==> src/design/fabric_pkg.sv <==
// Fabric package
// Request/response opcode and the address and data types shared over the fabric
package fabric_pkg;

    // --------------------
    // Widths
    // --------------------

    // Low address bits that select a control register
    // Upper bits are ignored by the tile
    localparam int CR_OFFSET_W = 20;

    // --------------------
    // Types
    // --------------------

    // Full fabric address
    typedef logic [31:0] t_addr;

    // Fabric data word
    typedef logic [31:0] t_data;

    // Fabric opcode
    // Requests carry RD or WR
    // Responses carry the matching *_RSP code
    typedef enum logic [1:0] {
        RD     = 2'b00,
        RD_RSP = 2'b01,
        WR     = 2'b10,
        WR_RSP = 2'b11
    } t_opcode;

endpackage
==> src/design/mmio_cr_pkg.sv <==
// Control-register package
// Register offsets and board field types of the MMIO tile
package mmio_cr_pkg;

    // --------------------
    // Field widths
    // --------------------

    // One seven-segment digit, LED bank uses the same width
    localparam int SEG7_W = 7;

    // Slide switches
    localparam int SWITCH_W = 10;

    // --------------------
    // Types
    // --------------------

    // Decoded part of the fabric address
    typedef logic [fabric_pkg::CR_OFFSET_W-1:0] t_cr_offset;

    typedef logic [SEG7_W-1:0]   t_seg7;
    typedef logic [SWITCH_W-1:0] t_switch;

    // --------------------
    // Register map
    // --------------------

    // Read-write, one word per digit
    localparam t_cr_offset CR_SEG7_0 = 20'h00000;
    localparam t_cr_offset CR_SEG7_1 = 20'h00004;
    localparam t_cr_offset CR_SEG7_2 = 20'h00008;
    localparam t_cr_offset CR_SEG7_3 = 20'h0000C;
    localparam t_cr_offset CR_SEG7_4 = 20'h00010;
    localparam t_cr_offset CR_SEG7_5 = 20'h00014;
    localparam t_cr_offset CR_LED    = 20'h00018;

    // Read-only board inputs
    localparam t_cr_offset CR_BUTTON_0 = 20'h00100;
    localparam t_cr_offset CR_BUTTON_1 = 20'h00104;
    localparam t_cr_offset CR_SWITCH   = 20'h00108;

endpackage

==> src/design/de10lite_mmio.sv <==
// DE10-Lite MMIO tile top
// Fabric request in, three-stage register access, fabric response out
`timescale 1ns/1ps

module de10lite_mmio
    import fabric_pkg::*;
    import mmio_cr_pkg::*;
(
    input  logic    clk_50,
    input  logic    rst_n,
    // Fabric request
    input  logic    f2c_req_valid,
    input  t_opcode f2c_req_opcode,
    input  t_addr   f2c_req_address,
    input  t_data   f2c_req_data,
    // Fabric response
    output logic    f2c_rsp_valid,
    output t_opcode f2c_rsp_opcode,
    output t_addr   f2c_rsp_address,
    output t_data   f2c_rsp_data,
    // Board inputs
    input  logic    button_0,
    input  logic    button_1,
    input  t_switch switch,
    // Board outputs
    output t_seg7   seg7_0,
    output t_seg7   seg7_1,
    output t_seg7   seg7_2,
    output t_seg7   seg7_3,
    output t_seg7   seg7_4,
    output t_seg7   seg7_5,
    output t_seg7   led
);

    // Sampled request
    logic    rd_en;
    logic    wr_en;
    t_addr   req_address;
    t_data   req_data;
    // Register file read
    t_data   rd_data;
    // Synchronized board inputs
    logic    button_0_sync;
    logic    button_1_sync;
    t_switch switch_sync;

    // --------------------
    // Board inputs
    // --------------------
    board_input_sync u_sync (
        .clk_50        (clk_50),
        .rst_n         (rst_n),
        .button_0      (button_0),
        .button_1      (button_1),
        .switch        (switch),
        .button_0_sync (button_0_sync),
        .button_1_sync (button_1_sync),
        .switch_sync   (switch_sync)
    );

    // --------------------
    // Pipeline
    // --------------------

    // Sample
    mmio_req_stage u_req (
        .clk_50          (clk_50),
        .rst_n           (rst_n),
        .f2c_req_valid   (f2c_req_valid),
        .f2c_req_opcode  (f2c_req_opcode),
        .f2c_req_address (f2c_req_address),
        .f2c_req_data    (f2c_req_data),
        .rd_en           (rd_en),
        .wr_en           (wr_en),
        .req_address     (req_address),
        .req_data        (req_data)
    );

    // Register access
    mmio_cr_regs u_regs (
        .clk_50        (clk_50),
        .rst_n         (rst_n),
        .rd_en         (rd_en),
        .wr_en         (wr_en),
        .req_address   (req_address),
        .req_data      (req_data),
        .button_0_sync (button_0_sync),
        .button_1_sync (button_1_sync),
        .switch_sync   (switch_sync),
        .rd_data       (rd_data),
        .seg7_0        (seg7_0),
        .seg7_1        (seg7_1),
        .seg7_2        (seg7_2),
        .seg7_3        (seg7_3),
        .seg7_4        (seg7_4),
        .seg7_5        (seg7_5),
        .led           (led)
    );

    // Access and output flops
    mmio_rsp_stage u_rsp (
        .clk_50          (clk_50),
        .rst_n           (rst_n),
        .rd_en           (rd_en),
        .wr_en           (wr_en),
        .req_address     (req_address),
        .rd_data         (rd_data),
        .f2c_rsp_valid   (f2c_rsp_valid),
        .f2c_rsp_opcode  (f2c_rsp_opcode),
        .f2c_rsp_address (f2c_rsp_address),
        .f2c_rsp_data    (f2c_rsp_data)
    );

endmodule

==> src/design/mmio_rsp_stage.sv <==
// MMIO response stage
// Access and output flops that form the fabric response
`timescale 1ns/1ps

module mmio_rsp_stage
    import fabric_pkg::*;
(
    input  logic    clk_50,
    input  logic    rst_n,
    input  logic    rd_en,
    input  logic    wr_en,
    input  t_addr   req_address,
    input  t_data   rd_data,
    // Fabric response
    output logic    f2c_rsp_valid,
    output t_opcode f2c_rsp_opcode,
    output t_addr   f2c_rsp_address,
    output t_data   f2c_rsp_data
);

    // Access stage copies
    logic  rd_en_q;
    logic  wr_en_q;
    t_addr rsp_address_q;
    t_data rsp_data_q;

    // --------------------
    // Access stage
    // --------------------
    always_ff @(posedge clk_50) begin
        if (!rst_n) begin
            rd_en_q <= 1'b0;
            wr_en_q <= 1'b0;
        end else begin
            rd_en_q <= rd_en;
            wr_en_q <= wr_en;
        end
    end

    // Read data is already zero for writes
    always_ff @(posedge clk_50) begin
        rsp_address_q <= req_address;
        rsp_data_q    <= rd_data;
    end

    // --------------------
    // Output stage
    // --------------------
    always_ff @(posedge clk_50) begin
        if (!rst_n) begin
            f2c_rsp_valid <= 1'b0;
        end else begin
            // One response per read or write
            f2c_rsp_valid <= rd_en_q || wr_en_q;
        end
    end

    // Opcode from the read enable, write otherwise
    always_ff @(posedge clk_50) begin
        f2c_rsp_opcode  <= rd_en_q ? RD_RSP : WR_RSP;
        f2c_rsp_address <= rsp_address_q;
        f2c_rsp_data    <= rsp_data_q;
    end

endmodule

==> src/design/mmio_cr_regs.sv <==
// MMIO control-register file
// Read-write display registers, read-only board input copies and the read mux
`timescale 1ns/1ps

module mmio_cr_regs
    import fabric_pkg::*;
    import mmio_cr_pkg::*;
(
    input  logic    clk_50,
    input  logic    rst_n,
    input  logic    rd_en,
    input  logic    wr_en,
    input  t_addr   req_address,
    input  t_data   req_data,
    // Synchronized board inputs
    input  logic    button_0_sync,
    input  logic    button_1_sync,
    input  t_switch switch_sync,
    // Read data to the response stage
    output t_data   rd_data,
    // Board outputs
    output t_seg7   seg7_0,
    output t_seg7   seg7_1,
    output t_seg7   seg7_2,
    output t_seg7   seg7_3,
    output t_seg7   seg7_4,
    output t_seg7   seg7_5,
    output t_seg7   led
);

    // Decoded offset
    t_cr_offset offset;

    // Read-write registers, entries 0..5 are digits, entry 6 is the LED bank
    t_seg7 rw_q    [7];
    t_seg7 rw_next [7];

    // Read-only copies of the board inputs
    logic    button_0_q;
    logic    button_1_q;
    t_switch switch_q;

    assign offset = req_address[CR_OFFSET_W-1:0];

    // --------------------
    // Write decode
    // --------------------
    always_comb begin
        rw_next = rw_q;
        if (wr_en) begin
            case (offset)
                CR_SEG7_0: rw_next[0] = req_data[SEG7_W-1:0];
                CR_SEG7_1: rw_next[1] = req_data[SEG7_W-1:0];
                CR_SEG7_2: rw_next[2] = req_data[SEG7_W-1:0];
                CR_SEG7_3: rw_next[3] = req_data[SEG7_W-1:0];
                CR_SEG7_4: rw_next[4] = req_data[SEG7_W-1:0];
                CR_SEG7_5: rw_next[5] = req_data[SEG7_W-1:0];
                CR_LED:    rw_next[6] = req_data[SEG7_W-1:0];
                // Read-only and unmapped offsets keep everything
                default: ;
            endcase
        end
    end

    // --------------------
    // Register update
    // --------------------
    always_ff @(posedge clk_50) begin
        if (!rst_n) begin
            rw_q       <= '{default: '0};
            button_0_q <= 1'b0;
            button_1_q <= 1'b0;
            switch_q   <= '0;
        end else begin
            rw_q       <= rw_next;
            // Board copies reload every cycle
            button_0_q <= button_0_sync;
            button_1_q <= button_1_sync;
            switch_q   <= switch_sync;
        end
    end

    // --------------------
    // Read mux
    // --------------------

    // Next-state view so a read right after a write sees the new value
    always_comb begin
        rd_data = '0;
        if (rd_en) begin
            case (offset)
                CR_SEG7_0:   rd_data = t_data'(rw_next[0]);
                CR_SEG7_1:   rd_data = t_data'(rw_next[1]);
                CR_SEG7_2:   rd_data = t_data'(rw_next[2]);
                CR_SEG7_3:   rd_data = t_data'(rw_next[3]);
                CR_SEG7_4:   rd_data = t_data'(rw_next[4]);
                CR_SEG7_5:   rd_data = t_data'(rw_next[5]);
                CR_LED:      rd_data = t_data'(rw_next[6]);
                CR_BUTTON_0: rd_data = t_data'(button_0_q);
                CR_BUTTON_1: rd_data = t_data'(button_1_q);
                CR_SWITCH:   rd_data = t_data'(switch_q);
                // Unmapped reads return zero
                default:     rd_data = '0;
            endcase
        end
    end

    // Board outputs follow the registered next state
    assign seg7_0 = rw_q[0];
    assign seg7_1 = rw_q[1];
    assign seg7_2 = rw_q[2];
    assign seg7_3 = rw_q[3];
    assign seg7_4 = rw_q[4];
    assign seg7_5 = rw_q[5];
    assign led    = rw_q[6];

endmodule

==> src/design/mmio_req_stage.sv <==
// MMIO request stage
// Samples the fabric request and decodes the read and write enables
`timescale 1ns/1ps

module mmio_req_stage
    import fabric_pkg::*;
(
    input  logic    clk_50,
    input  logic    rst_n,
    // Fabric request
    input  logic    f2c_req_valid,
    input  t_opcode f2c_req_opcode,
    input  t_addr   f2c_req_address,
    input  t_data   f2c_req_data,
    // To register file and response stage
    output logic    rd_en,
    output logic    wr_en,
    output t_addr   req_address,
    output t_data   req_data
);

    // Sampled request
    logic    req_valid_q;
    t_opcode req_opcode_q;

    // --------------------
    // Sample stage
    // --------------------

    // Valid is control, cleared on reset
    always_ff @(posedge clk_50) begin
        if (!rst_n) begin
            req_valid_q <= 1'b0;
        end else begin
            req_valid_q <= f2c_req_valid;
        end
    end

    // Opcode, address and data only matter with valid
    always_ff @(posedge clk_50) begin
        req_opcode_q <= f2c_req_opcode;
        req_address  <= f2c_req_address;
        req_data     <= f2c_req_data;
    end

    // --------------------
    // Opcode decode
    // --------------------

    // One opcode per request, so never both
    // Response opcodes on the request side fall out here and are dropped
    assign rd_en = req_valid_q && (req_opcode_q == RD);
    assign wr_en = req_valid_q && (req_opcode_q == WR);

endmodule

==> src/design/board_input_sync.sv <==
// Board input synchronizer
// Two flops on each button and switch line before they reach the registers
`timescale 1ns/1ps

module board_input_sync
    import mmio_cr_pkg::*;
(
    input  logic    clk_50,
    input  logic    rst_n,
    input  logic    button_0,
    input  logic    button_1,
    input  t_switch switch,
    output logic    button_0_sync,
    output logic    button_1_sync,
    output t_switch switch_sync
);

    // First stage, may go metastable
    logic    button_0_meta;
    logic    button_1_meta;
    t_switch switch_meta;

    // --------------------
    // Two-flop chain
    // --------------------
    always_ff @(posedge clk_50) begin
        if (!rst_n) begin
            button_0_meta <= 1'b0;
            button_1_meta <= 1'b0;
            switch_meta   <= '0;
            button_0_sync <= 1'b0;
            button_1_sync <= 1'b0;
            switch_sync   <= '0;
        end else begin
            // Stage one from the pins
            button_0_meta <= button_0;
            button_1_meta <= button_1;
            switch_meta   <= switch;
            // Stage two, settled copy
            button_0_sync <= button_0_meta;
            button_1_sync <= button_1_meta;
            switch_sync   <= switch_meta;
        end
    end

endmodule

==> config.mk <==
export PLATFORM = sky130hd
export DESIGN_NAME = de10lite_mmio
export DESIGN_NICKNAME = d
export VERILOG_FILES = /design/src/design/fabric_pkg.sv /design/src/design/mmio_cr_pkg.sv /design/src/design/de10lite_mmio.sv /design/src/design/mmio_rsp_stage.sv /design/src/design/mmio_cr_regs.sv /design/src/design/mmio_req_stage.sv /design/src/design/board_input_sync.sv
export SDC_FILE = /design/constraint.sdc
export NUM_CORES = 1
export LEC_CHECK = 0
export BUFFER_PORTS_ARGS = -buffer_cell sky130_fd_sc_hd__buf_2
export CORE_MARGIN = 1.5
export CORE_UTILIZATION = 45
export CTS_CLUSTER_DIAMETER = 30
export DETAILED_ROUTE_END_ITERATION = 6
export PLACE_DENSITY = 0.74
export SYNTH_ARGS = -nofsm -noshare
export SYNTH_HDL_FRONTEND = slang
export SYNTH_SLANG_ARGS = --single-unit
export TNS_END_PERCENT = 30
==> constraint.sdc <==
create_clock -name clk_50 -period 2 [get_ports clk_50]
set_input_delay 0.6 -clock clk_50 [delete_from_list [all_inputs] [get_ports clk_50]]
set_output_delay 0.6 -clock clk_50 [all_outputs]
set_load 0.01 [all_outputs]
==> flow_summary_export.csv <==
group,metric,value,unit
cts,root_buffer,"clkbuf_16",
routing,finalWirelength,14.0,mm
floorplan,rows,43,
synthesis,syn_avg_cell_area,12.0,um^2
routing,wl_per_cell,15.0,um
pwr,power.density,1210,nW/um^2
timing,tightest_slew,0.572,ns
floorplan,die-area,14900,um^2
routing,drt_iter0_markers,192,
placement,hpwl,9.66,mm
routing,drc,0,
global_routing,grt_pass1_wl,20.9,mm
setup_path,cpMaxStageDelayCell,"or4_4",
cts,cts_tree,"yes",
routing,postRouteAntennaNets,0,
layout,final_area,8740,um^2
synthesis,synth_compound_area_share,3.38,%
timing,fin_ws,-0.100,ns
layout,instances_no_fill,933,
timing,slew_headroom,61.7,%
floorplan,num_io_pins,197,
global_routing,grt_max_degree,38,
synthesis,synthMuxAreaShare,8.96,%
routing,drtPass1Iterations,4,
synthesis,synthAdderAreaFrac,0,%
timing,final.min_clock_period,2.10,ns
placement,place_inst,863,
placement,routabilityCongestion,0.895,
layout,num_antenna_cells,0,
floorplan,die_h,122,um
synthesis,async_reset_ff_share,0,%
placement,io_buffers,148,
job,max_cap_viol_count,0,
cts,cts_made_buffers,37,
synthesis,ys_ff_latch,215,
min_path,min_path_type,"primary input to register",
floorplan,core_area,13900,um^2
synthesis,synth_top_family_by_area,"simple AND/OR/NAND/NOR gates",
timing,fin_crit_sh,105,%
timing,max_freq,0.476,GHz
floorplan,start_util,46.1,%
cts,worstSkewPairLatency,0.49,ns
setup_path,worstSetupPathType,"register to register",
setup_path,critPathArrivalTime,2.47,ns
layout,areaGrowthSynthToFinish,36.7,%
cts,cts_max_level,2,
pwr,p_leak,4.23,nW
placement,dpl_cell_area,7390,um^2
synthesis,synth-simple-area-share,15.6,%
global_routing,antenna_found_initial,0,
cts,cts.sinks,215,
timing,finalHoldViolCount,0,
setup_path,critPathMaxStageDelay,0.57,ns
synthesis,synth-xor-area-share,0,%
timing,finClkSkew,0.0185,ns
synthesis,synth_ff_type,"dfxtp_1",
status,status,"finished, violations left",
routing,vias,4399,
timing,rsz0062_at_grt,"yes",
routing,viasPerCell,4.71,
cts,cts_max_path_buffers,3,
setup_path,endpoint_kind,"register",
global_routing,track_usage,18.2,%
timing,finalSetupViolCount,43,
synthesis,syn_inst,533,
pwr,ir_drop,0.658,mV
setup_path,critPathMaxFanout,7,
timing,slew_violations,0,
status,violations,"negative setup slack",
global_routing,grt_pass1_vias,4273,
global_routing,overflow,0,
floorplan,chipWidth,122,um
setup_path,cp_cell_sequence,"or4_4, nor3_4, and2_4, nand4_4, mux2i_1, nor2_1",
layout,final_nets,806,
synthesis,ys_seq_area_share,67.3,%
synthesis,synth_warnings,0,
setup_path,worstSetupStartpointType,"register",
synthesis,synthDistinctLibCells,45,
cts,clk_transition_reported_paths,0.05,ns
timing,hold_ws,0.205,ns
setup_path,worstPathRequired,2.37,ns
synthesis,synth_area,6390,um^2
timing,tns,-2.00,ns
synthesis,synth_edf_count,0,
layout,drive_gt1_share,36.4,%
## state kept, by name (all words and copies together) (netlist names), 10 cells and up
signal,cells
u_rsp.rsp_data_q,10
u_sync.switch_sync,10
u_rsp.f2c_rsp_address,32
u_rsp.f2c_rsp_data,10
u_req.req_address,32
u_rsp.rsp_address_q,32
u_sync.switch_meta,10
u_regs.switch_q,10
## worst paths after layout
| check | start | endpoint | slack, ns | depth (start not counted) |
|---|---|---|---|---|
| worst max register to register | u_req.req_address[12]$_DFF_P_ | u_regs.seg7_5[4]$_SDFF_PN0_ | -0.10 | 6 |
| worst max-delay path | u_req.req_address[12]$_DFF_P_ | u_regs.seg7_5[4]$_SDFF_PN0_ | -0.10 | 6 |
| worst min register to register | u_req.req_address[21]$_DFF_P_ | u_rsp.rsp_address_q[21]$_DFF_P_ | 0.32 | 0 |
| worst min-delay path | f2c_req_address[22] | u_req.req_address[22]$_DFF_P_ | 0.20 | 1 |
## cell usage in the layout, fill, tap and decap left out, types with 6 or more instances in the layout
cell type  count
dfxtp_1      215
nor4_1         6
buf_4         25
buf_2        148
nor4_2         6
conb_1        23
nand3_1        6
nand2_1        8
clkbuf_16     37
mux2i_1       53
nor2_1        64
a22oi_1       11
clkinv_2       9
a21oi_1        6
inv_6          7
and2_1        40
## metrics by stage
| step | total power [W] | utilization (%) | setup WS (ns) |
|---|---|---|---|
| after floorplan | 0.00473 | - | 0.00750 |
| after global placement | 0.00483 | 53.3 | -0.123 |
| after detailed placement | 0.00484 | 53.3 | -0.157 |
| after CTS | 0.0107 | 62.1 | -0.0957 |
| after global routing | 0.0110 | 63.0 | -0.188 |
| final | 0.0106 | 63.0 | -0.100 |
## per-layer routing
metal	vias to the layer above	GRT usage, %	wire length (um)
li1	2147	-	-
met1	2091	22.8	5950
met2	146	29.1	6860
met3	15	5.58	984
met4	0	7.56	222
met5	-	0	0
## cell families (layout without fill, tap and decap cells)
logic type,after synthesis,after routing
other cells,2,23
buf+inv,50,249
flops,215,215
mux,57,57
compound gates,33,33
simple gates,176,176
## where the power goes
group          total, W  switching [W]  leakage, nW  internal [W]
combinational  0.000257       0.000141         1.86      0.000116
sequential      0.00451      0.0000682         1.78       0.00444
clock           0.00584        0.00201        0.592       0.00384
## repair_timing
| item | CTS | global route |
|---|---|---|
| pin swaps | 9 | 11 |
| hold endpoints to repair | 0 | 0 |
| gates resized for setup | 14 | 21 |
| setup endpoints to repair | 56 | 59 |
| setup buffers | 2 | 3 |
| hold buffers | 0 | 0 |
## cells in the mapped netlist, drive strengths merged, types with 2 or more instances
master,count,area (um^2)
dfxtp,215,4300
nor2,65,251
mux2i,55,551
and2,42,263
buf,27,208
clkbuf,20,75.1
nor4,13,87.6
a22oi,11,82.6
nand2,10,47.6
nand3,9,55.1
nor3,8,51.3
o21ai,8,40.0
a21oi,6,30.0
and3,5,31.3
nor2b,5,31.3
nor3b,4,35.0
nand4,3,48.8
or3,3,18.8
or4,3,30.0
a22o,2,17.5
a31oi,2,12.5
conb,2,7.51
inv,2,7.51
mux2,2,22.5
nand3b,2,15.0
## worst max-delay path, delay by kind of cell, from the launching register on
| kind | cells | cell delay, ns |
|---|---|---|
| AND/OR/NAND/NOR | 5 | 1.41 |
| flip-flops | 1 | 0.31 |
| multiplexers | 1 | 0.25 |
## final cells by class
type	count	area, um^2
inverter	3	11.3
clock buffer	46	1000
fill	1100	5140
tap	180	225
sequential	215	4300
multi-input combinational	289	2010
clock inverter	21	193
timing repair buffer	179	1000
(Power assumes the default switching activity.)
